**config.mk**
```make
export PLATFORM = sky130hd
export DESIGN_NAME = nand_cpu_top
export DESIGN_NICKNAME = d
export VERILOG_FILES = /design/src/hdl/nand_bus_pkg.sv /design/src/hdl/nand_cpu_pkg.sv /design/src/hdl/nand_cpu_top.sv /design/src/hdl/exec_ctrl.sv /design/src/hdl/mem_arbiter.sv /design/src/hdl/fetch_unit.sv /design/src/hdl/reg_file.sv /design/src/hdl/alu.sv /design/src/hdl/decoder.sv
export VERILOG_INCLUDE_DIRS = /design/src /design/src/include
export SDC_FILE = /design/constraint.sdc
export NUM_CORES = 1
export LEC_CHECK = 0
export BUFFER_PORTS_ARGS = -buffer_cell sky130_fd_sc_hd__clkbuf_2
export CAP_MARGIN = 20
export CORE_UTILIZATION = 55
export CTS_CLUSTER_DIAMETER = 50
export DETAILED_ROUTE_END_ITERATION = 10
export PLACE_DENSITY_LB_ADDON = 0.25
export SYNTH_ARGS = -nofsm -noshare
export SYNTH_HDL_FRONTEND = slang
export SYNTH_HIERARCHICAL = 1
export SYNTH_SLANG_ARGS = --single-unit
```
**constraint.sdc**
```tcl
create_clock -name clk -period 5.99 [get_ports clk]
set_input_delay 1.797 -clock clk [delete_from_list [all_inputs] [get_ports clk]]
set_output_delay 1.797 -clock clk [all_outputs]
set_load 0.1 [all_outputs]
```
**src/include/nand_cpu_cfg.svh**
```systemverilog
`ifndef NAND_CPU_CFG_SVH
`define NAND_CPU_CFG_SVH

// AXI4-Lite port widths
`define NAND_CPU_AXI_AW 32
`define NAND_CPU_AXI_DW 32

`define NAND_CPU_PREFETCH_DEPTH 2

`define NAND_CPU_TRAP_REG 15   // Receives the INT return address

`endif
```
**src/hdl/nand_bus_pkg.sv**
```systemverilog
`default_nettype none

package nand_bus_pkg;

    typedef enum logic [1:0] {
        GNT_NONE,
        GNT_FETCH,
        GNT_DATA
    } grant_t;

    typedef enum logic [1:0] {
        OKAY,
        EXOKAY,
        SLVERR,
        DECERR
    } axi_resp_t;

endpackage

`default_nettype wire

```
**src/hdl/nand_cpu_pkg.sv**
```systemverilog
`default_nettype none

package nand_cpu_pkg;

    typedef enum logic [2:0] {
        ALU_CL,     // Clear accumulator
        ALU_CP,     // Copy accumulator out
        ALU_NAND,
        ALU_LS,
        ALU_RS,
        ALU_EQ,
        ALU_NE,
        ALU_LI      // Nibble load
    } alu_op_t;

    typedef enum logic {
        MEM_READ,
        MEM_WRITE
    } mem_op_t;

    typedef enum logic [1:0] {
        EX,         // Retires from the ALU
        MEM,        // Waits on the data port
        BR          // May redirect fetch
    } exec_path_t;

endpackage

`default_nettype wire

```
**src/hdl/nand_cpu_top.sv**
```systemverilog
`timescale 1ns/1ps
`default_nettype none
`include "nand_cpu_cfg.svh"

module nand_cpu_top import nand_cpu_pkg::*; (
    input  logic                          clk,
    input  logic                          rst_n,
    output logic [`NAND_CPU_AXI_AW-1:0]   awaddr,
    output logic                          awvalid,
    input  logic                          awready,
    output logic [`NAND_CPU_AXI_DW-1:0]   wdata,
    output logic [`NAND_CPU_AXI_DW/8-1:0] wstrb,
    output logic                          wvalid,
    input  logic                          wready,
    input  logic [1:0]                    bresp,
    input  logic                          bvalid,
    output logic                          bready,
    output logic [`NAND_CPU_AXI_AW-1:0]   araddr,
    output logic                          arvalid,
    input  logic                          arready,
    input  logic [`NAND_CPU_AXI_DW-1:0]   rdata,
    input  logic [1:0]                    rresp,
    input  logic                          rvalid,
    output logic                          rready,
    output logic                          halted
);

    logic       instr_valid, instr_ready;
    logic [7:0] instr, instr_pc;
    exec_path_t path;
    mem_op_t    mem_op;
    alu_op_t    alu_op;
    logic       use_ra, use_rt, use_rw, use_rs, use_immdt, shift;
    logic       mem_access, jump, branch, interrupt, halt;
    logic [3:0] rt_addr, rw_addr, immdt, rf_w_addr;
    logic [7:0] ra, rt, alu_result, rf_w_data, redirect_pc;
    logic       alu_flag, rs, rf_we, flag_we, redirect;
    logic       f_req_valid, f_req_ready, f_resp_valid;
    logic [7:0] f_req_addr, d_req_addr, d_req_wdata, resp_data;
    logic       d_req_valid, d_req_ready, d_req_write, d_resp_valid, err;

    decoder decoder_inst (.*);

    alu alu_inst (
        .alu_op, .ra, .rt, .immdt, .shift, .result(alu_result), .flag(alu_flag)
    );

    reg_file reg_file_inst (
        .clk, .rst_n, .rt_addr, .we(rf_we), .w_addr(rf_w_addr), .w_data(rf_w_data),
        .flag_we, .flag_in(alu_flag), .ra, .rt, .flag(rs)
    );

    fetch_unit fetch_unit_inst (
        .clk, .rst_n, .redirect, .redirect_pc, .instr_valid, .instr_ready, .instr,
        .instr_pc, .req_valid(f_req_valid), .req_ready(f_req_ready),
        .req_addr(f_req_addr), .resp_valid(f_resp_valid), .resp_data
    );

    mem_arbiter mem_arbiter_inst (.*);

    exec_ctrl exec_ctrl_inst (.*);

endmodule

`default_nettype wire

```
**src/hdl/exec_ctrl.sv**
```systemverilog
`timescale 1ns/1ps
`default_nettype none
`include "nand_cpu_cfg.svh"

module exec_ctrl import nand_cpu_pkg::*; (
    input  logic       clk,
    input  logic       rst_n,
    input  logic       instr_valid,
    output logic       instr_ready,
    input  logic [7:0] instr_pc,
    input  exec_path_t path,
    input  logic       use_ra,
    input  logic       use_rt,
    input  logic       use_rw,
    input  logic [3:0] rw_addr,
    input  logic       use_rs,
    input  logic       use_immdt,
    input  logic [3:0] immdt,
    input  logic       mem_access,
    input  mem_op_t    mem_op,
    input  logic       jump,
    input  logic       branch,
    input  logic       interrupt,
    input  logic       halt,
    input  logic [7:0] alu_result,
    input  logic       rs,
    input  logic [7:0] ra,
    input  logic [7:0] rt,
    output logic       rf_we,
    output logic [3:0] rf_w_addr,
    output logic [7:0] rf_w_data,
    output logic       flag_we,
    output logic       redirect,
    output logic [7:0] redirect_pc,
    output logic       d_req_valid,
    input  logic       d_req_ready,
    output logic [7:0] d_req_addr,
    output logic       d_req_write,
    output logic [7:0] d_req_wdata,
    input  logic       d_resp_valid,
    input  logic [7:0] resp_data,
    input  logic       err,
    output logic       halted
);

    typedef enum logic [1:0] {IDLE, MEM_WAIT, HALTED} state_t;

    state_t     state;
    logic       load_q;
    logic [3:0] load_addr_q;
    logic       accept;

    // A memory instruction is taken together with its data request
    assign instr_ready = (state == IDLE) && !err && (path != MEM || d_req_ready);
    assign accept      = instr_valid && instr_ready;
    assign d_req_valid = (state == IDLE) && instr_valid && mem_access && !err;
    assign d_req_addr  = rt;
    assign d_req_write = (mem_op == MEM_WRITE);
    assign d_req_wdata = use_ra ? ra : 8'h00;

    assign flag_we     = accept && use_rs;
    assign redirect    = accept && (jump || interrupt || (branch && rs));
    assign redirect_pc = use_immdt ? {immdt, 4'h0} : rt;  // INT vector or rk
    assign halted      = (state == HALTED);

    always_comb begin
        rf_we     = 1'b0;
        rf_w_addr = interrupt ? 4'(`NAND_CPU_TRAP_REG) : rw_addr;
        rf_w_data = alu_result;
        if (state == MEM_WAIT) begin
            rf_we     = d_resp_valid && load_q && !err;
            rf_w_addr = load_addr_q;
            rf_w_data = resp_data;
        end else if (accept && path != MEM) begin
            rf_we = use_rw || interrupt;
            if (jump || interrupt)
                rf_w_data = instr_pc + 8'd1;  // Return address
        end
    end

    always_ff @(posedge clk) begin
        if (!rst_n) begin
            state  <= IDLE;
            load_q <= 1'b0;
        end else begin
            case (state)
                IDLE: begin
                    if (err)
                        state <= HALTED;
                    else if (accept && path == MEM) begin
                        state  <= MEM_WAIT;
                        load_q <= (mem_op == MEM_READ);
                    end else if (accept && halt)
                        state <= HALTED;
                end
                MEM_WAIT: begin
                    if (err)
                        state <= HALTED;
                    else if (d_resp_valid)
                        state <= IDLE;
                end
                default: state <= HALTED;
            endcase
        end
    end

    always_ff @(posedge clk) begin
        if (accept)
            load_addr_q <= rw_addr;
    end

    halt_sticky: assert property (@(posedge clk) disable iff (!rst_n)
        halted |=> halted && !(instr_valid && instr_ready));
    target_in_rt: assert property (@(posedge clk) disable iff (!rst_n)
        accept && (jump || branch || mem_access) |-> use_rt);

endmodule

`default_nettype wire

```
**src/hdl/mem_arbiter.sv**
```systemverilog
`timescale 1ns/1ps
`default_nettype none
`include "nand_cpu_cfg.svh"

module mem_arbiter import nand_bus_pkg::*; #(
    parameter int AW = `NAND_CPU_AXI_AW,
    parameter int DW = `NAND_CPU_AXI_DW
) (
    input  logic          clk,
    input  logic          rst_n,
    input  logic          f_req_valid,
    output logic          f_req_ready,
    input  logic [7:0]    f_req_addr,
    output logic          f_resp_valid,
    input  logic          d_req_valid,
    output logic          d_req_ready,
    input  logic [7:0]    d_req_addr,
    input  logic          d_req_write,
    input  logic [7:0]    d_req_wdata,
    output logic          d_resp_valid,
    output logic [7:0]    resp_data,
    output logic          err,
    output logic [AW-1:0] awaddr,
    output logic          awvalid,
    input  logic          awready,
    output logic [DW-1:0] wdata,
    output logic [DW/8-1:0] wstrb,
    output logic          wvalid,
    input  logic          wready,
    input  logic [1:0]    bresp,
    input  logic          bvalid,
    output logic          bready,
    output logic [AW-1:0] araddr,
    output logic          arvalid,
    input  logic          arready,
    input  logic [DW-1:0] rdata,
    input  logic [1:0]    rresp,
    input  logic          rvalid,
    output logic          rready
);

    grant_t     grant;
    logic       write_q;
    logic [7:0] addr_q;
    logic [7:0] wdata_q;
    logic       err_q;
    logic       d_take;
    logic       f_take;
    logic       rd_done;
    logic       wr_done;
    logic       bad;

    assign d_req_ready = (grant == GNT_NONE);
    assign f_req_ready = (grant == GNT_NONE) && !d_req_valid;  // Data wins
    assign d_take      = d_req_valid && d_req_ready;
    assign f_take      = f_req_valid && f_req_ready;

    assign rready  = (grant != GNT_NONE) && !write_q;
    assign bready  = (grant != GNT_NONE) && write_q;
    assign rd_done = rvalid && rready;
    assign wr_done = bvalid && bready;
    assign bad     = (rd_done && axi_resp_t'(rresp) != OKAY) ||
                     (wr_done && axi_resp_t'(bresp) != OKAY);
    assign err     = err_q || bad;

    assign f_resp_valid = rd_done && (grant == GNT_FETCH);
    assign d_resp_valid = (rd_done || wr_done) && (grant == GNT_DATA);
    assign resp_data    = rdata[7:0];

    // Byte n lives at word address n*4, lane 0
    assign awaddr = {{(AW-10){1'b0}}, addr_q, 2'b00};
    assign araddr = awaddr;
    assign wdata  = {{(DW-8){1'b0}}, wdata_q};
    assign wstrb  = {{(DW/8-1){1'b0}}, 1'b1};

    always_ff @(posedge clk) begin
        if (!rst_n) begin
            grant   <= GNT_NONE;
            write_q <= 1'b0;
            arvalid <= 1'b0;
            awvalid <= 1'b0;
            wvalid  <= 1'b0;
            err_q   <= 1'b0;
        end else begin
            if (bad)
                err_q <= 1'b1;
            if (arready)
                arvalid <= 1'b0;
            if (awready)
                awvalid <= 1'b0;   // aw and w retire on their own
            if (wready)
                wvalid <= 1'b0;
            if (grant == GNT_NONE) begin
                if (d_take) begin
                    grant   <= GNT_DATA;
                    write_q <= d_req_write;
                    arvalid <= !d_req_write;
                    awvalid <= d_req_write;
                    wvalid  <= d_req_write;
                end else if (f_take) begin
                    grant   <= GNT_FETCH;
                    write_q <= 1'b0;
                    arvalid <= 1'b1;
                end
            end else if (rd_done || wr_done) begin
                grant <= GNT_NONE;
            end
        end
    end

    always_ff @(posedge clk) begin
        if (d_take) begin
            addr_q  <= d_req_addr;
            wdata_q <= d_req_wdata;
        end else if (f_take) begin
            addr_q <= f_req_addr;
        end
    end

    ar_hold: assert property (@(posedge clk) disable iff (!rst_n)
        arvalid && !arready |=> arvalid && $stable(araddr));
    aw_hold: assert property (@(posedge clk) disable iff (!rst_n)
        awvalid && !awready |=> awvalid && $stable(awaddr));
    w_hold: assert property (@(posedge clk) disable iff (!rst_n)
        wvalid && !wready |=> wvalid && $stable(wdata));
    one_resp: assert property (@(posedge clk) disable iff (!rst_n)
        !(f_resp_valid && d_resp_valid));

endmodule

`default_nettype wire

```
**src/hdl/fetch_unit.sv**
```systemverilog
`timescale 1ns/1ps
`default_nettype none
`include "nand_cpu_cfg.svh"

module fetch_unit (
    input  logic       clk,
    input  logic       rst_n,
    input  logic       redirect,
    input  logic [7:0] redirect_pc,
    output logic       instr_valid,
    input  logic       instr_ready,
    output logic [7:0] instr,
    output logic [7:0] instr_pc,
    output logic       req_valid,
    input  logic       req_ready,
    output logic [7:0] req_addr,
    input  logic       resp_valid,
    input  logic [7:0] resp_data
);

    localparam int DEPTH = `NAND_CPU_PREFETCH_DEPTH;
    localparam int PW    = (DEPTH > 1) ? $clog2(DEPTH) : 1;

    logic [7:0]    buf_instr [DEPTH];
    logic [7:0]    buf_pc    [DEPTH];
    logic [PW-1:0] head;
    logic [PW-1:0] tail;
    logic [PW:0]   count;
    logic [7:0]    fetch_pc;
    logic          pend;     // One read in flight
    logic          stale;    // In-flight read predates a redirect
    logic          issue;
    logic          push;
    logic          pop;

    assign instr_valid = (count != '0);
    assign instr       = buf_instr[head];
    assign instr_pc    = buf_pc[head];
    assign req_valid   = !pend && (count < (PW+1)'(DEPTH));
    assign req_addr    = fetch_pc;
    assign issue       = req_valid && req_ready;
    assign push        = resp_valid && !stale && !redirect;
    assign pop         = instr_valid && instr_ready;

    always_ff @(posedge clk) begin
        if (!rst_n) begin
            head     <= '0;
            tail     <= '0;
            count    <= '0;
            fetch_pc <= 8'h00;
            pend     <= 1'b0;
            stale    <= 1'b0;
        end else begin
            if (issue)
                pend <= 1'b1;
            else if (resp_valid)
                pend <= 1'b0;
            if (redirect)
                stale <= (pend && !resp_valid) || issue;
            else if (resp_valid)
                stale <= 1'b0;
            if (redirect) begin  // Flush
                head     <= '0;
                tail     <= '0;
                count    <= '0;
                fetch_pc <= redirect_pc;
            end else begin
                if (issue)
                    fetch_pc <= fetch_pc + 8'd1;
                if (push)
                    tail <= (tail == PW'(DEPTH - 1)) ? '0 : tail + 1'b1;
                if (pop)
                    head <= (head == PW'(DEPTH - 1)) ? '0 : head + 1'b1;
                count <= count + (PW+1)'(push) - (PW+1)'(pop);
            end
        end
    end

    always_ff @(posedge clk) begin
        if (push) begin
            buf_instr[tail] <= resp_data;
            buf_pc[tail]    <= fetch_pc - 8'd1;  // Pointer already advanced at issue
        end
    end

endmodule

`default_nettype wire

```
**src/hdl/reg_file.sv**
```systemverilog
`timescale 1ns/1ps
`default_nettype none

module reg_file (
    input  logic       clk,
    input  logic       rst_n,
    input  logic [3:0] rt_addr,
    input  logic       we,
    input  logic [3:0] w_addr,
    input  logic [7:0] w_data,
    input  logic       flag_we,
    input  logic       flag_in,
    output logic [7:0] ra,
    output logic [7:0] rt,
    output logic       flag
);

    logic [7:0] regs [16];
    logic       rs_q;

    always_ff @(posedge clk) begin
        if (!rst_n) begin
            for (int i = 0; i < 16; i++) begin
                regs[i] <= 8'h00;
            end
            rs_q <= 1'b0;
        end else begin
            if (we)
                regs[w_addr] <= w_data;
            if (flag_we)
                rs_q <= flag_in;
        end
    end

    assign ra   = regs[0];   // Accumulator
    assign rt   = regs[rt_addr];
    assign flag = rs_q;

endmodule

`default_nettype wire

```
**src/hdl/alu.sv**
```systemverilog
`timescale 1ns/1ps
`default_nettype none

module alu import nand_cpu_pkg::*; (
    input  alu_op_t    alu_op,
    input  logic [7:0] ra,
    input  logic [7:0] rt,
    input  logic [3:0] immdt,
    input  logic       shift,
    output logic [7:0] result,
    output logic       flag
);

    always_comb begin
        case (alu_op)
            ALU_CL:   result = 8'h00;
            ALU_NAND: result = ~(ra & rt);
            ALU_LS:   result = ra << rt[2:0];
            ALU_RS:   result = ra >> rt[2:0];  // Logical
            ALU_LI: begin
                if (shift)
                    result = {immdt, ra[3:0]};
                else
                    result = {ra[7:4], immdt};
            end
            default:  result = ra;  // CP copies r0 out
        endcase
    end

    assign flag = (alu_op == ALU_NE) ? (ra != rt) : (ra == rt);

endmodule

`default_nettype wire

```
**src/hdl/decoder.sv**
```systemverilog
`timescale 1ns/1ps
`default_nettype none

module decoder import nand_cpu_pkg::*; (
    input  logic [7:0] instr,
    output exec_path_t path,
    output logic       use_ra,
    output logic       use_rt,
    output logic [3:0] rt_addr,
    output logic       use_rw,
    output logic [3:0] rw_addr,
    output logic       use_rs,
    output logic       use_immdt,
    output logic [3:0] immdt,
    output logic       shift,
    output logic       mem_access,
    output mem_op_t    mem_op,
    output logic       jump,
    output logic       branch,
    output logic       interrupt,
    output logic       halt,
    output alu_op_t    alu_op
);

    always_comb begin
        path       = EX;
        use_ra     = 1'b0;
        use_rt     = 1'b0;
        rt_addr    = instr[3:0];
        use_rw     = 1'b0;
        rw_addr    = 4'd0;       // Accumulator unless the form says otherwise
        use_rs     = 1'b0;
        use_immdt  = 1'b0;
        immdt      = instr[3:0];
        shift      = instr[4];   // LI nibble select, instr[5] is ignored
        mem_access = 1'b0;
        mem_op     = MEM_READ;
        jump       = 1'b0;
        branch     = 1'b0;
        interrupt  = 1'b0;
        halt       = 1'b0;
        alu_op     = ALU_CL;
        priority casez (instr)
            8'b0000_0000: use_rw = 1'b1;  // CL
            8'b0000_????: begin  // CP
                use_ra  = 1'b1;
                use_rw  = 1'b1;
                rw_addr = instr[3:0];
                alu_op  = ALU_CP;
            end
            8'b0001_????, 8'b0010_????, 8'b0011_????: begin  // NND, LS, RS
                use_ra = 1'b1;
                use_rt = 1'b1;
                use_rw = 1'b1;
                alu_op = (instr[5:4] == 2'b01) ? ALU_NAND :
                         (instr[5:4] == 2'b10) ? ALU_LS : ALU_RS;
            end
            8'b010?_????: begin  // EQ, NE
                use_ra = 1'b1;
                use_rt = 1'b1;
                use_rs = 1'b1;
                alu_op = instr[4] ? ALU_NE : ALU_EQ;
            end
            8'b0110_????: begin  // BR
                path   = BR;
                use_rt = 1'b1;
                branch = 1'b1;
            end
            8'b0111_????: begin  // JRL
                path    = BR;
                use_rt  = 1'b1;
                use_rw  = 1'b1;
                rw_addr = instr[3:0];
                jump    = 1'b1;
            end
            8'b10??_????: begin  // LI
                use_ra    = 1'b1;
                use_rw    = 1'b1;
                use_immdt = 1'b1;
                alu_op    = ALU_LI;
            end
            8'b110?_????: begin  // LD, ST
                path       = MEM;
                use_ra     = instr[4];
                use_rt     = 1'b1;
                use_rw     = !instr[4];
                mem_access = 1'b1;
                mem_op     = instr[4] ? MEM_WRITE : MEM_READ;
            end
            8'b1110_????: begin  // INT
                path      = BR;
                use_immdt = 1'b1;
                interrupt = 1'b1;
            end
            8'b1111_????: begin  // HLT
                use_immdt = 1'b1;
                halt      = 1'b1;
            end
        endcase
    end

    // Control transfer kinds are exclusive
    ctrl_onehot: assert property (@(instr) $onehot0({jump, branch, interrupt, halt}));

endmodule

`default_nettype wire

```
==> results.md, run 1 <==
* Hold Path Class: flip-flop to flip-flop
* Setup crit start kind: flip-flop
* Finished layout cell area at 0.0129 sq mm
* Routed len/inst at 19.2 um
* Final #Nets at 1080
* Area Growth Syn to Fin at 7.67%
* Initial antenna violation count at 0
* Hpwl dp at 17.6 mm
* N_diodes at 0
* Max-slew violation count at 0
* Total GRT Usage at 0.232
* TritonCTS Buffers at 27
* CP Data Arrival Time at 4980 ps
* Avg Cell Area, Syn at 12.0 sq um
* Vias per cell at 5.64
* First-pass GRT wire length at 39.1 mm
* GRT overflow at 0
* Max Fanout on Critical Path at 22
* IO Port Bufs at 48
* Setup Fix Bufs, Post-CTS at 0
* Final core occ at 0.608
* Post_cts resized at 0
* Pin count of the biggest net entering global routing at 29
* LEAKAGE at 5.02 nW
* Final worst-path cycle share at 0.784
* # setup viols final at 0
* Worst hold slack at 467 ps
* Starting Density at 0.565
* Die ar. at 0.0224 sq mm
* Slew headroom at 0.360
* Commonest non-fill, non-tap cell in the layout: edfxtp_1
* Core area at 0.0212 sq mm
* Post-Syn Instances at 997
* Setup ws final at 1300 ps
* Setup CP Type: flip-flop to flip-flop
* Placed cell areas at 0.0120 sq mm
* Power per cell area at 534 mW/mm^2
* Post-DRT Antenna Nets at 0
* Critical path endpoint category: flip-flop
* Clk Latency, worst-skew pair at 540 ps
* DR vias at 7406
* Max clock buf depth at 3
* Max Clk Rate at 0.213 GHz
* DIE HEIGHT at 150 um
* Htree depth at 1
* CTS tree: yes
* Cell count after placement at 1265
* Tmin final at 4690 ps
* Max-cap viol count at 0
* DR iter-0 viols at 568
* DRC errors left at 0
* Gp weighted congestion at 0.882
* Pre-CTS setup slack at 1030 ps
* Most frequent cells in the layout: 180 x edfxtp_1, 146 x and2_1, 76 x conb_1
* CTS clk-pin slew, worst paths at 60 ps
* Final worst clock skew at 11.4 ps
* Cell Count, Final, Fillers Out at 1313
* Clock tree sinks at 206
* Initial DRT Pass Iterations at 7
* Share of cells above drive strength 1 at 0.192
* RSZ-0062 raised after global routing: false
* Pwr Total at 6.89 mW
* Die Wd at 150 um
* Top Ports at 149
* Worst vdd ir at 0.333 mV
* Status: finished, final reports clean
* Total wire length at 25.3 mm
* Critical Path RT at 6280 ps
* Row cnt at 53
* TNS Setup at 0 ps
* Slew @ Worst Pin at 958 ps
* Vias in the first global route at 7081
* Post-CTS Hold Buffers at 0
* Root buffer cell: clkbuf_16
* Yosys warning total at 6
* Cell Area, Synth at 0.0120 sq mm
* Final hold vios at 0
-- power by group --
| part | internal (mW) | switching, mW |
|---|---|---|
| logic | 1.00 | 2.33 |
| clock network | 1.03 | 0.635 |
| registers | 1.78 | 0.118 |
| total | 3.81 | 3.09 |
-- sequential cells by signal (all words and copies together) (netlist names), 2 cells and up, named ones only --
name / cells
exec_ctrl_inst/state: 2
mem_arbiter_inst/addr_q: 8
fetch_unit_inst/buf_pc: 16
fetch_unit_inst/count: 2
fetch_unit_inst/buf_instr: 16
fetch_unit_inst/req_addr: 8
mem_arbiter_inst/wdata_q: 8
exec_ctrl_inst/load_addr_q: 4
mem_arbiter_inst/grant: 2
reg_file_inst/regs: 128
-- final timing paths --
check                        startpoint                   endpoint  slack, ps  cells past startpoint
hold reg to reg   fetch_unit_inst/stale      fetch_unit_inst/stale        470                      2
setup reg to reg              flip-flop  reg_file_inst/regs[12][3]       1300                     12
hold / removal    fetch_unit_inst/stale      fetch_unit_inst/stale        470                      2
setup / recovery              flip-flop  reg_file_inst/regs[12][3]       1300                     12
-- area by class of cell --
type / instances / area [sq um]
Clock buffer: 30 / 707
Clock inverter: 18 / 226
Fill cell: 1694 / 8310
Inverter: 15 / 56.3
Multi-Input combinational cell: 692 / 5190
Sequential cell: 206 / 5930
Tap cell: 275 / 344
Timing Repair Buffer: 77 / 458
-- layer usage --
| layer | GRT usage | wire, um | vias to the layer above |
|---|---|---|---|
| met2 | 0.387 | 12400 | 252 |
| li1 | - | - | 3528 |
| met4 | 0.0929 | 981 | 0 |
| met1 | 0.305 | 10700 | 3564 |
| met5 | 0 | 0 | - |
| met3 | 0.0314 | 1240 | 62 |
-- critical path, cell delays in order (launching register included) --
cell,delay (ps)
dfxtp_1,400
buf_4,270
mux2_2,580
mux4_2,430
a22oi_1,400
nand2_1,110
buf_4,250
mux4_2,470
a221o_1,370
o32a_1,390
nand3_1,100
o211ai_2,360
and2_1,290
(Power assumes the default switching activity.)
==> inputs of run 2 (changes only) <==
==> constraint.sdc (replaced) <==
create_clock -name clk -period 4.9 [get_ports clk]
set_input_delay 1.47 -clock clk [delete_from_list [all_inputs] [get_ports clk]]
set_output_delay 1.47 -clock clk [all_outputs]
set_load 0.1 [all_outputs]
==> results.md, run 2 (synthesis results as in run 1) <==
* Share of cells above drive strength 1 at 0.198
* Initial DRT Pass Iterations at 5
* Final #Nets at 1097
* Clk Latency, worst-skew pair at 540 ps
* Status: finished, final reports clean
* Worst hold slack at 478 ps
* Slew headroom at 0.316
* Root buffer cell: clkbuf_16
* CP Data Arrival Time at 4870 ps
* Hpwl dp at 18.7 mm
* Htree depth at 1
* Setup crit start kind: flip-flop
* Worst vdd ir at 0.355 mV
* Post-CTS Hold Buffers at 0
* Routed len/inst at 19.9 um
* RSZ-0062 raised after global routing: false
* Final hold vios at 0
* First-pass GRT wire length at 40.5 mm
* Slowest stage delay, CP at 540 ps
* Cell Count, Final, Fillers Out at 1327
* Top Ports at 149
* Vias per cell at 5.74
* Power per cell area at 643 mW/mm^2
* Starting Density at 0.565
* Most frequent cells in the layout: 180 x edfxtp_1, 146 x and2_1, 76 x conb_1
* LEAKAGE at 5.05 nW
* R2R depth at 14
* TNS Setup at 0 ps
* Crit-path cells: buf_4 -> mux2_2 -> buf_4 -> mux4_1 -> a22oi_1 -> nand2_1 -> buf_4 -> mux4_2 -> nand2_1 -> o31ai_1 -> o32a_1 -> nand3_2 -> o211ai_2 -> and2_1
* Max Clk Rate at 0.218 GHz
* Initial antenna violation count at 0
* GRT overflow at 0
* Die ar. at 0.0224 sq mm
* DR vias at 7617
* Die Wd at 150 um
* Tmin final at 4580 ps
* Critical path endpoint category: flip-flop
* Placed cell areas at 0.0121 sq mm
* Max clock buf depth at 3
* Max-slew violation count at 0
* Slew @ Worst Pin at 1020 ps
* Pre-CTS setup slack at 231 ps
* Final worst clock skew at 16.4 ps
* # setup viols final at 0
* Area Growth Syn to Fin at 7.95%
* Cell repeated most along the worst path: buf_4
* Commonest non-fill, non-tap cell in the layout: edfxtp_1
* Critical Path RT at 5190 ps
* CTS tree: yes
* Largest reg by FF count: reg_file_inst/regs
* Total GRT Usage at 0.240
* Total wire length at 26.4 mm
* Row cnt at 53
* Max-cap viol count at 0
* CTS clk-pin slew, worst paths at 60 ps
* Hold Path Class: flip-flop to flip-flop
* Final core occ at 0.610
* DR iter-0 viols at 564
* Cell count after placement at 1283
* Max Fanout on Critical Path at 19
* IO Port Bufs at 48
* Largest registers: reg_file_inst/regs x128, fetch_unit_inst/buf_instr x16, fetch_unit_inst/buf_pc x16
* N_diodes at 0
* Setup ws final at 320 ps
* Crit-path slowest cell: dfxtp_1
* Vias in the first global route at 7293
* Pwr Total at 8.33 mW
* DRC errors left at 0
* Number of flip-flops in the largest register at 128
* DIE HEIGHT at 150 um
* Final worst-path cycle share at 0.935
* TritonCTS Buffers at 26
* Finished layout cell area at 0.0129 sq mm
* Core area at 0.0212 sq mm
* Setup CP Type: flip-flop to flip-flop
* Pin count of the biggest net entering global routing at 28
* Clock tree sinks at 206
* WHS Path Cells at 2
* Gp weighted congestion at 0.861
* Post-DRT Antenna Nets at 0
run 2: cell count changes in the layout (fill, tap and decap cells not counted), moves of 2 or more:
cell       change
bufinv_16      -2
buf_4         +18
clkbuf_1       +5
inv_6          -2
clkinv_2       -4
run 2: timing repair:
action,4_1_cts,5_1_grt
hold endpoints to repair,0,0
gates resized for setup,0,2
setup endpoints to repair,0,18
buffers inserted,0,0
run 2: power by group:
part           internal (mW)  total [mW]  leakage [nW]  switching [mW]
clock                   1.10        1.82         0.394           0.723
combinational           1.28        4.18          2.64            2.89
sequential              2.17        2.33          2.02           0.155
run 2: final cells by class:
type / count / area (sq um)
Inverter: 15 / 56.3
Clock inverter: 11 / 139
Fill cell: 1727 / 8280
Multi-Input combinational cell: 692 / 5190
Tap cell: 275 / 344
Clock buffer: 33 / 687
Sequential cell: 206 / 5930
Timing Repair Buffer: 95 / 593
run 2: routing by layer:
layer	vias to the layer above	track usage	share of wire
met1	3769	0.307	0.42
met5	-	0	0
met3	65	0.0302	0.041
li1	3558	-	-
met4	0	0.101	0.039
met2	225	0.413	0.50
run 2: worst paths after layout:
kind                               from                   endpoint  slack (ps)
setup reg to reg              flip-flop  reg_file_inst/regs[14][5]         320
hold / removal    exec_ctrl_inst/load_q      exec_ctrl_inst/load_q         480
setup / recovery              flip-flop  reg_file_inst/regs[14][5]         320
hold reg to reg   exec_ctrl_inst/load_q      exec_ctrl_inst/load_q         480
run 2: critical path: cells and delay by family (launching register included):
family	cells	cell delay, ps
compound gates	4	1120
mux	3	1080
flops	1	540
buf+inv	3	860
simple gates	4	730
